### src/fmul_pkg.sv
package fmul_pkg;

    localparam int FP_BIAS = 127;

    typedef struct packed {
        logic       sign;
        logic [7:0] exp;
        logic [22:0] mant;
    } fp32_t;

    // bit order matches the RISC-V fflags csr.
    typedef struct packed {
        logic nv;
        logic dz;
        logic of;
        logic uf;
        logic nx;
    } fflags_t;

    typedef enum logic [2:0] {
        RNE = 3'd0,
        RTZ = 3'd1,
        RDN = 3'd2,
        RUP = 3'd3,
        RMM = 3'd4,
        DYN = 3'd7
    } round_mode_e;

    typedef enum logic {
        OP_FMUL  = 1'b0,
        OP_FNMUL = 1'b1
    } fmul_op_e;

    typedef struct packed {
        logic is_zero;
        logic is_sub;
        logic is_inf;
        logic is_nan;
        logic is_snan;
    } fp_class_t;

    typedef struct packed {
        logic        valid;
        fmul_op_e    op;
        round_mode_e rm;
        fp32_t       a;
        fp32_t       b;
    } fmul_req_t;

    typedef struct packed {
        logic    valid;
        fp32_t   result;
        fflags_t flags;
    } fmul_rsp_t;

    typedef enum logic [1:0] {
        RESP_OKAY   = 2'b00,
        RESP_SLVERR = 2'b10
    } axi_resp_e;

    localparam fp32_t CANON_NAN      = 32'h7FC0_0000;
    localparam fp32_t MAX_FINITE_MAG = 32'h7F7F_FFFF;

    localparam logic [31:0] CSR_FRM_ADDR    = 32'h0000_0000;
    localparam logic [31:0] CSR_FFLAGS_ADDR = 32'h0000_0004;

endpackage
### src/fmul_unit.sv
`timescale 1ns/1ps

module fmul_unit (
    input  logic                clk,
    input  logic                reset_i,
    input  fmul_pkg::fmul_req_t req_i,
    output fmul_pkg::fmul_rsp_t rsp_o,
    input  logic                awvalid_i,
    output logic                awready_o,
    input  logic [31:0]         awaddr_i,
    input  logic                wvalid_i,
    output logic                wready_o,
    input  logic [31:0]         wdata_i,
    output logic                bvalid_o,
    input  logic                bready_i,
    output fmul_pkg::axi_resp_e bresp_o,
    input  logic                arvalid_i,
    output logic                arready_o,
    input  logic [31:0]         araddr_i,
    output logic                rvalid_o,
    input  logic                rready_i,
    output logic [31:0]         rdata_o,
    output fmul_pkg::axi_resp_e rresp_o
);
    import fmul_pkg::*;

    round_mode_e frm;

    fmul_core u_core (
        .clk     (clk),
        .reset_i (reset_i),
        .req_i   (req_i),
        .frm_i   (frm),
        .rsp_o   (rsp_o)
    );

    // responses also feed the sticky flag register.
    fmul_csr u_csr (
        .clk       (clk),
        .reset_i   (reset_i),
        .awvalid_i (awvalid_i),
        .awready_o (awready_o),
        .awaddr_i  (awaddr_i),
        .wvalid_i  (wvalid_i),
        .wready_o  (wready_o),
        .wdata_i   (wdata_i),
        .bvalid_o  (bvalid_o),
        .bready_i  (bready_i),
        .bresp_o   (bresp_o),
        .arvalid_i (arvalid_i),
        .arready_o (arready_o),
        .araddr_i  (araddr_i),
        .rvalid_o  (rvalid_o),
        .rready_i  (rready_i),
        .rdata_o   (rdata_o),
        .rresp_o   (rresp_o),
        .rsp_i     (rsp_o),
        .frm_o     (frm)
    );

endmodule

### src/fmul_csr.sv
`timescale 1ns/1ps

module fmul_csr (
    input  logic                  clk,
    input  logic                  reset_i,
    input  logic                  awvalid_i,
    output logic                  awready_o,
    input  logic [31:0]           awaddr_i,
    input  logic                  wvalid_i,
    output logic                  wready_o,
    input  logic [31:0]           wdata_i,
    output logic                  bvalid_o,
    input  logic                  bready_i,
    output fmul_pkg::axi_resp_e   bresp_o,
    input  logic                  arvalid_i,
    output logic                  arready_o,
    input  logic [31:0]           araddr_i,
    output logic                  rvalid_o,
    input  logic                  rready_i,
    output logic [31:0]           rdata_o,
    output fmul_pkg::axi_resp_e   rresp_o,
    input  fmul_pkg::fmul_rsp_t   rsp_i,
    output fmul_pkg::round_mode_e frm_o
);
    import fmul_pkg::*;

    logic wr_fire;
    logic rd_fire;
    logic wr_frm;
    logic wr_fflags;
    round_mode_e frm_wr;
    fflags_t flags_in;
    fflags_t fflags_q;

    assign wr_fire   = awvalid_i & wvalid_i & ~bvalid_o;
    assign awready_o = wr_fire;
    assign wready_o  = wr_fire;
    assign rd_fire   = arvalid_i & ~rvalid_o;
    assign arready_o = ~rvalid_o;
    assign wr_frm    = wr_fire & (awaddr_i == CSR_FRM_ADDR);
    assign wr_fflags = wr_fire & (awaddr_i == CSR_FFLAGS_ADDR);
    assign flags_in  = rsp_i.valid ? rsp_i.flags : '0;

    // dyn and reserved encodings fall back to rne.
    always_comb begin
        case (wdata_i[2:0])
            3'd0, 3'd1, 3'd2, 3'd3, 3'd4: frm_wr = round_mode_e'(wdata_i[2:0]);
            default:                      frm_wr = RNE;
        endcase
    end

    always_ff @(posedge clk) begin
        if (reset_i) begin
            bvalid_o <= 1'b0;
            frm_o    <= RNE;
            fflags_q <= '0;
        end else begin
            if (wr_fire) begin
                bvalid_o <= 1'b1;
            end else if (bready_i) begin
                bvalid_o <= 1'b0;
            end
            if (wr_frm) begin
                frm_o <= frm_wr;
            end
            // a software write still keeps flags arriving in the same cycle.
            if (wr_fflags) begin
                fflags_q <= wdata_i[4:0] | flags_in;
            end else begin
                fflags_q <= fflags_q | flags_in;
            end
        end
    end

    always_ff @(posedge clk) begin
        if (wr_fire) begin
            bresp_o <= (wr_frm | wr_fflags) ? RESP_OKAY : RESP_SLVERR;
        end
    end

    always_ff @(posedge clk) begin
        if (reset_i) begin
            rvalid_o <= 1'b0;
        end else if (rd_fire) begin
            rvalid_o <= 1'b1;
        end else if (rready_i) begin
            rvalid_o <= 1'b0;
        end
    end

    always_ff @(posedge clk) begin
        if (rd_fire) begin
            case (araddr_i)
                CSR_FRM_ADDR: begin
                    rdata_o <= {29'd0, frm_o};
                    rresp_o <= RESP_OKAY;
                end
                CSR_FFLAGS_ADDR: begin
                    rdata_o <= {27'd0, fflags_q};
                    rresp_o <= RESP_OKAY;
                end
                default: begin
                    rdata_o <= 32'd0;
                    rresp_o <= RESP_SLVERR;
                end
            endcase
        end
    end

endmodule

### src/fmul_core.sv
`timescale 1ns/1ps

module fmul_core (
    input  logic                   clk,
    input  logic                   reset_i,
    input  fmul_pkg::fmul_req_t    req_i,
    input  fmul_pkg::round_mode_e  frm_i,
    output fmul_pkg::fmul_rsp_t    rsp_o
);
    import fmul_pkg::*;

    // side data carried next to the mantissa product.
    typedef struct packed {
        logic        valid;
        logic        sign;
        round_mode_e rm;
        logic [9:0]  exp;
        logic        special;
        fp32_t       spec_result;
        fflags_t     spec_flags;
    } side_t;

    fp_class_t cls_a;
    fp_class_t cls_b;
    logic zero_a;
    logic zero_b;
    logic sign_d;
    logic special_d;
    fp32_t spec_res_d;
    fflags_t spec_flags_d;
    round_mode_e rm_d;
    logic signed [9:0] exp_d;
    side_t s1_d;
    side_t s1_q;
    side_t s2_q;
    logic [47:0] prod;
    logic signed [9:0] exp_q;
    logic signed [9:0] exp_norm;
    logic signed [9:0] exp_rnd;
    logic [22:0] mant_norm;
    logic [23:0] mant_rnd;
    logic guard;
    logic sticky;
    logic inexact;
    logic round_up;
    logic ovf_inf;
    fp32_t norm_res;
    fflags_t norm_flags;

    fp_classify u_class_a (.operand_i(req_i.a), .class_o(cls_a));
    fp_classify u_class_b (.operand_i(req_i.b), .class_o(cls_b));

    mant_mul u_mant_mul (
        .clk       (clk),
        .a_i       ({|req_i.a.exp, req_i.a.mant}),
        .b_i       ({|req_i.b.exp, req_i.b.mant}),
        .product_o (prod)
    );

    assign zero_a = cls_a.is_zero | cls_a.is_sub;
    assign zero_b = cls_b.is_zero | cls_b.is_sub;
    assign sign_d = req_i.a.sign ^ req_i.b.sign ^ (req_i.op == OP_FNMUL);
    assign rm_d   = (req_i.rm == DYN) ? frm_i : req_i.rm;
    assign exp_d  = $signed({2'b00, req_i.a.exp}) + $signed({2'b00, req_i.b.exp})
                    - 10'(FP_BIAS);

    always_comb begin
        spec_res_d   = CANON_NAN;
        spec_flags_d = '0;
        special_d    = 1'b1;
        if ((cls_a.is_inf & zero_b) | (zero_a & cls_b.is_inf)) begin
            spec_flags_d.nv = 1'b1;
        end else if (cls_a.is_nan | cls_b.is_nan) begin
            spec_flags_d.nv = cls_a.is_snan | cls_b.is_snan;
        end else if (cls_a.is_inf | cls_b.is_inf) begin
            spec_res_d = '{sign: sign_d, exp: 8'hff, mant: 23'd0};
        end else if (zero_a | zero_b) begin
            spec_res_d = '{sign: sign_d, exp: 8'h00, mant: 23'd0};
        end else begin
            special_d = 1'b0;
        end
    end

    assign s1_d = '{valid: req_i.valid, sign: sign_d, rm: rm_d, exp: exp_d,
                    special: special_d, spec_result: spec_res_d, spec_flags: spec_flags_d};

    always_ff @(posedge clk) begin
        s1_q <= s1_d;
        s2_q <= s1_q;
        if (reset_i) begin
            s1_q.valid <= 1'b0;
            s2_q.valid <= 1'b0;
        end
    end

    // stage 3, normalize by one bit, round, then range check.
    always_comb begin
        exp_q = $signed(s2_q.exp);
        if (prod[47]) begin
            mant_norm = prod[46:24];
            guard     = prod[23];
            sticky    = |prod[22:0];
            exp_norm  = exp_q + 10'sd1;
        end else begin
            mant_norm = prod[45:23];
            guard     = prod[22];
            sticky    = |prod[21:0];
            exp_norm  = exp_q;
        end
        inexact = guard | sticky;
        case (s2_q.rm)
            RTZ:     round_up = 1'b0;
            RDN:     round_up = s2_q.sign & inexact;
            RUP:     round_up = ~s2_q.sign & inexact;
            RMM:     round_up = guard;
            default: round_up = guard & (sticky | mant_norm[0]);
        endcase
        case (s2_q.rm)
            RTZ:     ovf_inf = 1'b0;
            RDN:     ovf_inf = s2_q.sign;
            RUP:     ovf_inf = ~s2_q.sign;
            default: ovf_inf = 1'b1;
        endcase
        mant_rnd      = {1'b0, mant_norm} + 24'(round_up);
        exp_rnd       = mant_rnd[23] ? exp_norm + 10'sd1 : exp_norm;
        norm_flags    = '0;
        norm_flags.nx = inexact;
        norm_res      = '{sign: s2_q.sign, exp: exp_rnd[7:0], mant: mant_rnd[22:0]};
        if (exp_rnd > 10'sd254) begin
            norm_flags.of = 1'b1;
            norm_flags.nx = 1'b1;
            if (ovf_inf) begin
                norm_res = '{sign: s2_q.sign, exp: 8'hff, mant: 23'd0};
            end else begin
                norm_res = '{sign: s2_q.sign, exp: MAX_FINITE_MAG.exp,
                             mant: MAX_FINITE_MAG.mant};
            end
        end else if (exp_rnd < 10'sd1) begin
            norm_flags.uf = 1'b1;
            norm_flags.nx = 1'b1;
            norm_res      = '{sign: s2_q.sign, exp: 8'h00, mant: 23'd0};
        end
    end

    always_ff @(posedge clk) begin
        rsp_o.result <= s2_q.special ? s2_q.spec_result : norm_res;
        rsp_o.flags  <= s2_q.special ? s2_q.spec_flags : norm_flags;
        if (reset_i) begin
            rsp_o.valid <= 1'b0;
        end else begin
            rsp_o.valid <= s2_q.valid;
        end
    end

endmodule

### src/mant_mul.sv
`timescale 1ns/1ps

module mant_mul (
    input  logic        clk,
    input  logic [23:0] a_i,
    input  logic [23:0] b_i,
    output logic [47:0] product_o
);

    logic [35:0] pp_lo_q;
    logic [35:0] pp_hi_q;

    // stage 1 forms two 24x12 partial products.
    always_ff @(posedge clk) begin
        pp_lo_q <= 36'(a_i) * 36'(b_i[11:0]);
        pp_hi_q <= 36'(a_i) * 36'(b_i[23:12]);
    end

    // stage 2 aligns the upper half and sums.
    always_ff @(posedge clk) begin
        product_o <= {pp_hi_q, 12'd0} + {12'd0, pp_lo_q};
    end

endmodule

### src/fp_classify.sv
`timescale 1ns/1ps

module fp_classify (
    input  fmul_pkg::fp32_t     operand_i,
    output fmul_pkg::fp_class_t class_o
);

    logic exp_zero;
    logic exp_ones;
    logic mant_zero;

    assign exp_zero  = (operand_i.exp == 8'h00);
    assign exp_ones  = (operand_i.exp == 8'hff);
    assign mant_zero = (operand_i.mant == 23'd0);

    // subnormals are flagged separately, the core folds them into zero.
    assign class_o.is_zero = exp_zero & mant_zero;
    assign class_o.is_sub  = exp_zero & ~mant_zero;
    assign class_o.is_inf  = exp_ones & mant_zero;
    assign class_o.is_nan  = exp_ones & ~mant_zero;

    // quiet bit is the mantissa msb.
    assign class_o.is_snan = exp_ones & ~mant_zero & ~operand_i.mant[22];

endmodule

### config.mk
export PLATFORM = sky130hd
export DESIGN_NAME = fmul_unit
export DESIGN_NICKNAME = d
export VERILOG_FILES = /design/src/fmul_pkg.sv /design/src/fmul_unit.sv /design/src/fmul_csr.sv /design/src/fmul_core.sv /design/src/mant_mul.sv /design/src/fp_classify.sv
export SDC_FILE = /design/constraint.sdc
export NUM_CORES = 2
export LEC_CHECK = 0
export ABC_AREA = 1
export BUFFER_PORTS_ARGS = -buffer_cell sky130_fd_sc_hd__buf_2
export CELL_PAD_IN_SITES_DETAIL_PLACEMENT = 0
export CELL_PAD_IN_SITES_GLOBAL_PLACEMENT = 1
export CORE_MARGIN = 2
export CORE_UTILIZATION = 46
export DETAILED_ROUTE_END_ITERATION = 12
export GPL_TIMING_DRIVEN = 0
export PLACE_DENSITY = 0.85
export SYNTH_ARGS = -nofsm -noshare
export SYNTH_HDL_FRONTEND = slang
export SYNTH_SLANG_ARGS = --single-unit
### constraint.sdc
create_clock -name clk -period 7.8 [get_ports clk]
set_input_delay 0.78 -clock clk [delete_from_list [all_inputs] [get_ports clk]]
set_output_delay 0.78 -clock clk [all_outputs]
set_load 0.01 [all_outputs]
Yosys cells after proc, flatten, opt, wreduce, memory -nomap -nowiden
Index checks and enable logic that the tools add are counted.
- register bits: 301
- input bits: 172
- logic and storage cells: 152
- add/sub/neg operators: 6
- $mul: 2
- order comparisons: 2
- equal/unequal tests: 13
- multiplexer cells: 29
- bitwise logic cells: 41
- reductions and logical operators: 18
- operator list (operator ; count):
    two-way mux 32 bit ; 3
    multiplier 24 x 12 -> 36 bit ; 2
    == test 32 x 3 -> 1 bit (second input constant) ; 2
    zero test 32 bit ; 2
    two-way mux 31 bit ; 2
    adder 48 x 36 -> 48 bit ; 1
    zero test 23 bit ; 2
    adder 23 x 1 -> 24 bit ; 1
    two-way mux 24 bit ; 1
    two-way mux 23 bit ; 1
    OR reduction 23 bit ; 1
    OR reduction 22 bit ; 1
    adder 10 x 2 -> 10 bit (second input constant) ; 2
    bitwise AND 1 bit ; 20
    two-way mux 10 bit ; 2
    == test 8 bit (second input constant) ; 2
    zero test 8 bit ; 2
    OR reduction 8 bit ; 2
    == test 3 x 2 -> 1 bit (second input constant) ; 4
    greater-than comparator 10 x 9 -> 1 bit (second input constant) ; 1
    less-than comparator 10 x 2 -> 1 bit (second input constant) ; 1
    two-way mux 1 bit ; 10
    two-way mux 5 bit ; 2
    bitwise OR 1 bit ; 10
    other kinds (17) ; 34

Longest topological paths before layout
- word-level depth: 11
- mapped depth: 25

Cells and area by module
From an unflattened synthesis, not the netlist that was laid out.
- cells, all modules: 4181
- area, all modules: 29868.6 µm²
- by module, submodules not included (module ; instances ; cells each ; area an instance (µm²) ; seq. area each (µm²)):
    mant_mul ; 1 ; 3252 ; 23600.1 ; 2402.3
    fmul_core ; 1 ; 650 ; 4625.7 ; 1541.5
    fmul_csr ; 1 ; 201 ; 1317.5 ; 410.4
    fp_classify ; 2 ; 39 ; 162.7 ; 0.0

Least setup slack after synthesis
No wires, ideal clock.
- path type: in2reg
- from: in req_i[27] in the netlist's numbering
- to: reg u_core.u_mant_mul.pp_hi_q[28]
- library setup time: 0.072 ns
- arrival time: 5.890 ns
- setup slack: 1.838 ns
- stages on the path: 21
- cell sequence: or4_1 -> nor2_1 -> clkbuf_1 -> nor2_1 -> fa_1 -> inv_1 -> fa_1 -> fa_1 -> fa_1 -> fa_1 -> inv_1 -> ha_1 -> a21oi_1 -> inv_1 -> a31oi_1 -> a21boi_0 -> o21ai_0 -> nand2_1 -> nor2_1 -> nor3_1 -> xnor2_1
- word-level cells in the longest chain between the ends: 2
- ends and longest elaborated chain (element ; line ; text):
    start: declaration ; fmul_unit.sv:6 ; input fmul_pkg::fmul_req_t req_i,
    OR reduction 8 bit ; fmul_core.sv:56 ; .b_i ({|req_i.b.exp, req_i.b.mant}),
    multiplier 24 x 12 -> 36 bit ; mant_mul.sv:16 ; pp_hi_q <= 36'(a_i) * 36'(b_i[23:12]);
    end signal: assignment ; mant_mul.sv:16 ;
    end: declaration ; mant_mul.sv:11 ; logic [35:0] pp_hi_q;
Every way passes these cells.
A chain may end at the register's enable or synchronous reset.

Worst setup path after layout
Same ends and word-level chain as after synthesis.

==> flow_summary.toml <==
[floorplanning]
die_area_sq_mm = 0.0625
start_util_pct = 46.3
die-width_um = 250
num_rows = 90
fp.dieH_um = 250
core_area_sq_mm = 0.0601
pin_count = 251

[critical_path]
crit_top_cell = "fa_1"
crit_type = "in -> reg"
critPathLaunchType = "input pin"
required_ns = 8.19
reg2reg_slack_ns = 3.92
setup.worst_path.end_class = "register"
cp_slowest_stage_delay_ns = 1.08
arrival_ns = 7.72
slowest_stage = "nor2_1"
crit_path_max_fanout = 9
worstPathCellList = "buf_2, or4_1, nor2_1, inv_1, nand2_1, fa_1, fa_1, fa_1, fa_1, fa_1, inv_1, ha_1, nand2_1, o21ai_0, a21boi_0, o21ai_0, nand2_1, nor2_1, nor3_1, xnor2_1"
crit_family = "adder cells"
crit_buf_inv = 3

[synth]
synth-edff-count = 7
ys_async_sr_fraction_pct = 0
yosysWarnings = 0
syn_avg_cell_area_sq_um = 7.75
ys_seq_area_share_pct = 15.6
synth_area_sq_mm = 0.0278
synth_cells = 3595
ys.flop_type = "dfxtp_1"
netlist_top_cells_count = "nand2_1 (903), inv_1 (885), fa_1 (442), dfxtp_1 (207), ha_1 (185)"
synth_top_cells_by_area = "fa_1 (32%), dfxtp_1 (15%), nand2_1 (12%)"
synth_top_cell_area_share_pct = 31.8
synth-seq-cells = 214
ys_types = 53
synth_top_cell_by_area = "fa_1"
synth_most_common_cell = "nand2_1"

[global_routing]
grt_use_total_pct = 25.6
grt_pass1_wl_mm = 126
busiest_layer = "met2"
grtUsageMet3_pct = 3.82
grt_util_met2_pct = 43.3
antenna_found_initial = 0
grt_start_max_net_pins = 17
grt_pass1_vias = 22700
use_met1_pct = 34.6
gr-total-overflow = 0

[placed_design]
place_inst = 4567
placed_area_sq_mm = 0.0297
gp_congestion = 0.940
dpl.hpwl_mm = 67.3
portBuffers = 161
place_ws_ns = 0.0642

[timing]
tns_ns = 0
final.setup.worst_slack_ns = 0.471
fin_crit_ns = 7.33
whs_ns = 0.321
rsz0062_at_grt = "no"
slew-limit-headroom_pct = 4.35
clock_skew_ns = 0.0167
setup_viol = 0
hold_viol_final = 0
post-route-period-util_pct = 94.0
slew_viol_final = 0
max_freq_mhz = 136
worst_slew_pin_slew_ns = 1.43

[clock_tree]
cts_sinks = 214
cts_root_buffer = "clkbuf_16"
post-cts-setup-buffer-count = 0
clockBufferDepth = 3
cts_made_buffers = 21
cts_tree = "yes"
clk_pin_slew_ns = 0.06
cts_resized = 0
cts_max_level = 1
cts_hold_buf = 0
clock_latency_ns = 0.51

[routing]
drcViolationCount = 0
vias = 22800
ant_nets = 0
wl_per_cell_um = 17.3
wl_mm = 79.4
via_per_inst = 4.96
dr.pass1.iters = 6
first_iter_violations = 1461

[flow_run]
maxCapViolations = 0

[finish]
post-route-util_pct = 50.6
multiInputGateArea_sq_mm = 0.0194
ff_latch_area_sq_mm = 0.00435
syn_to_final_growth_pct = 9.21
fin_cells = 4602
n_antenna_cell = 0
final_area_sq_mm = 0.0304
fillers = 5930
drive_gt1_share_pct = 8.12
fin_nets = 4607

[hold_path]
hp-class = "reg -> reg"

[power_and_ir_drop]
power.leakage_nw = 16.7
max-vdd-ir-drop_mv = 0.288
total_power_mw = 13.8
power_density_mw_per_mm2 = 452

[outcome]
outcome = "completed"
worst paths after layout:
path	depth (start not counted)	endpoint	from
worst min register to register	0	u_core.exp_q[9]$_DFF_P_	u_core.s1_q[47]$_DFF_P_
worst max register to register	22	u_core.rsp_o[27]$_DFF_P_	u_core.u_mant_mul.product_o[47]$_DFF_P_
worst max-delay path	20	u_core.u_mant_mul.pp_hi_q[28]$_DFF_P_	req_i[27]
worst min-delay path	0	u_core.exp_q[9]$_DFF_P_	u_core.s1_q[47]$_DFF_P_
state kept, by name, indices dropped and copies added, names as in the netlist:
name,cells
u_core.u_mant_mul.pp_hi_q,36
u_csr.rvalid_o,1
u_core.exp_q,10
u_csr.fflags_q,5
u_csr.frm_o,3
u_core.u_mant_mul.product_o,48
u_csr.bvalid_o,1
u_core.s1_q,20
u_csr.rdata_o,5
u_core.rsp_o,37
u_csr.bresp_o,1
u_core.u_mant_mul.pp_lo_q,36
u_core.s2_q,10
u_csr.rresp_o,1
kinds of logic after synthesis:
family	synth area share, %
and+or+nand+nor	19.4
buffers and inverters	15.0
AOI/OAI and AO/OA	5.97
adders and majority gates	40.1
xor gates and xnor gates	3.90
other	0.0135
DFF	15.6
layout by cell type, fill, tap and decap left out, types with 41 or more instances in the layout:
master	count
fa_1	442
a21oi_1	112
xnor2_1	41
dfxtp_1	207
clkbuf_1	132
nand2_1	903
nor2_1	171
ha_1	185
o21ai_0	72
nand3_1	64
xor2_1	81
inv_1	885
buf_2	161
worst register-to-register path, cell delays in order, from the launching register on:
cell	delay (ns)
dfxtp_1	0.31
buf_6	0.13
buf_6	0.14
buf_4	0.18
o21ai_0	0.32
inv_1	0.08
o21a_1	0.19
o22ai_1	0.25
ha_1	0.24
ha_1	0.16
inv_1	0.05
nor2_1	0.13
nand2_1	0.12
nor2_1	0.19
nand2_1	0.10
nor2_1	0.13
nand2_1	0.09
nor2_1	0.20
nand4_1	0.14
o21ai_0	0.39
nor2_1	0.09
nand2_1	0.07
a21oi_1	0.08
area by class of cell:
cell class / instances / area share, %
tap: 782 / 3.22
multi-input combinational: 2347 / 63.8
timing repair buffer: 161 / 2.65
sequential: 214 / 14.3
inverter: 893 / 11.0
buffer: 170 / 2.73
clock inverter: 9 / 0.387
clock buffer: 26 / 1.82
per-layer routing:
layer / vias to the layer above / wire length, um
met5: - / 0
met4: 0 / 2260
met3: 116 / 6360
met2: 948 / 36400
met1: 10800 / 34400
li1: 10900 / -
where the power goes:
part           internal (mW)  switching (mW)  total (mW)
Sequential              1.70           0.170        1.87
Clock                  0.576           0.414       0.990
Combinational           4.14            6.76        10.9
No activity file was read; power rests on OpenSTA's default activity.
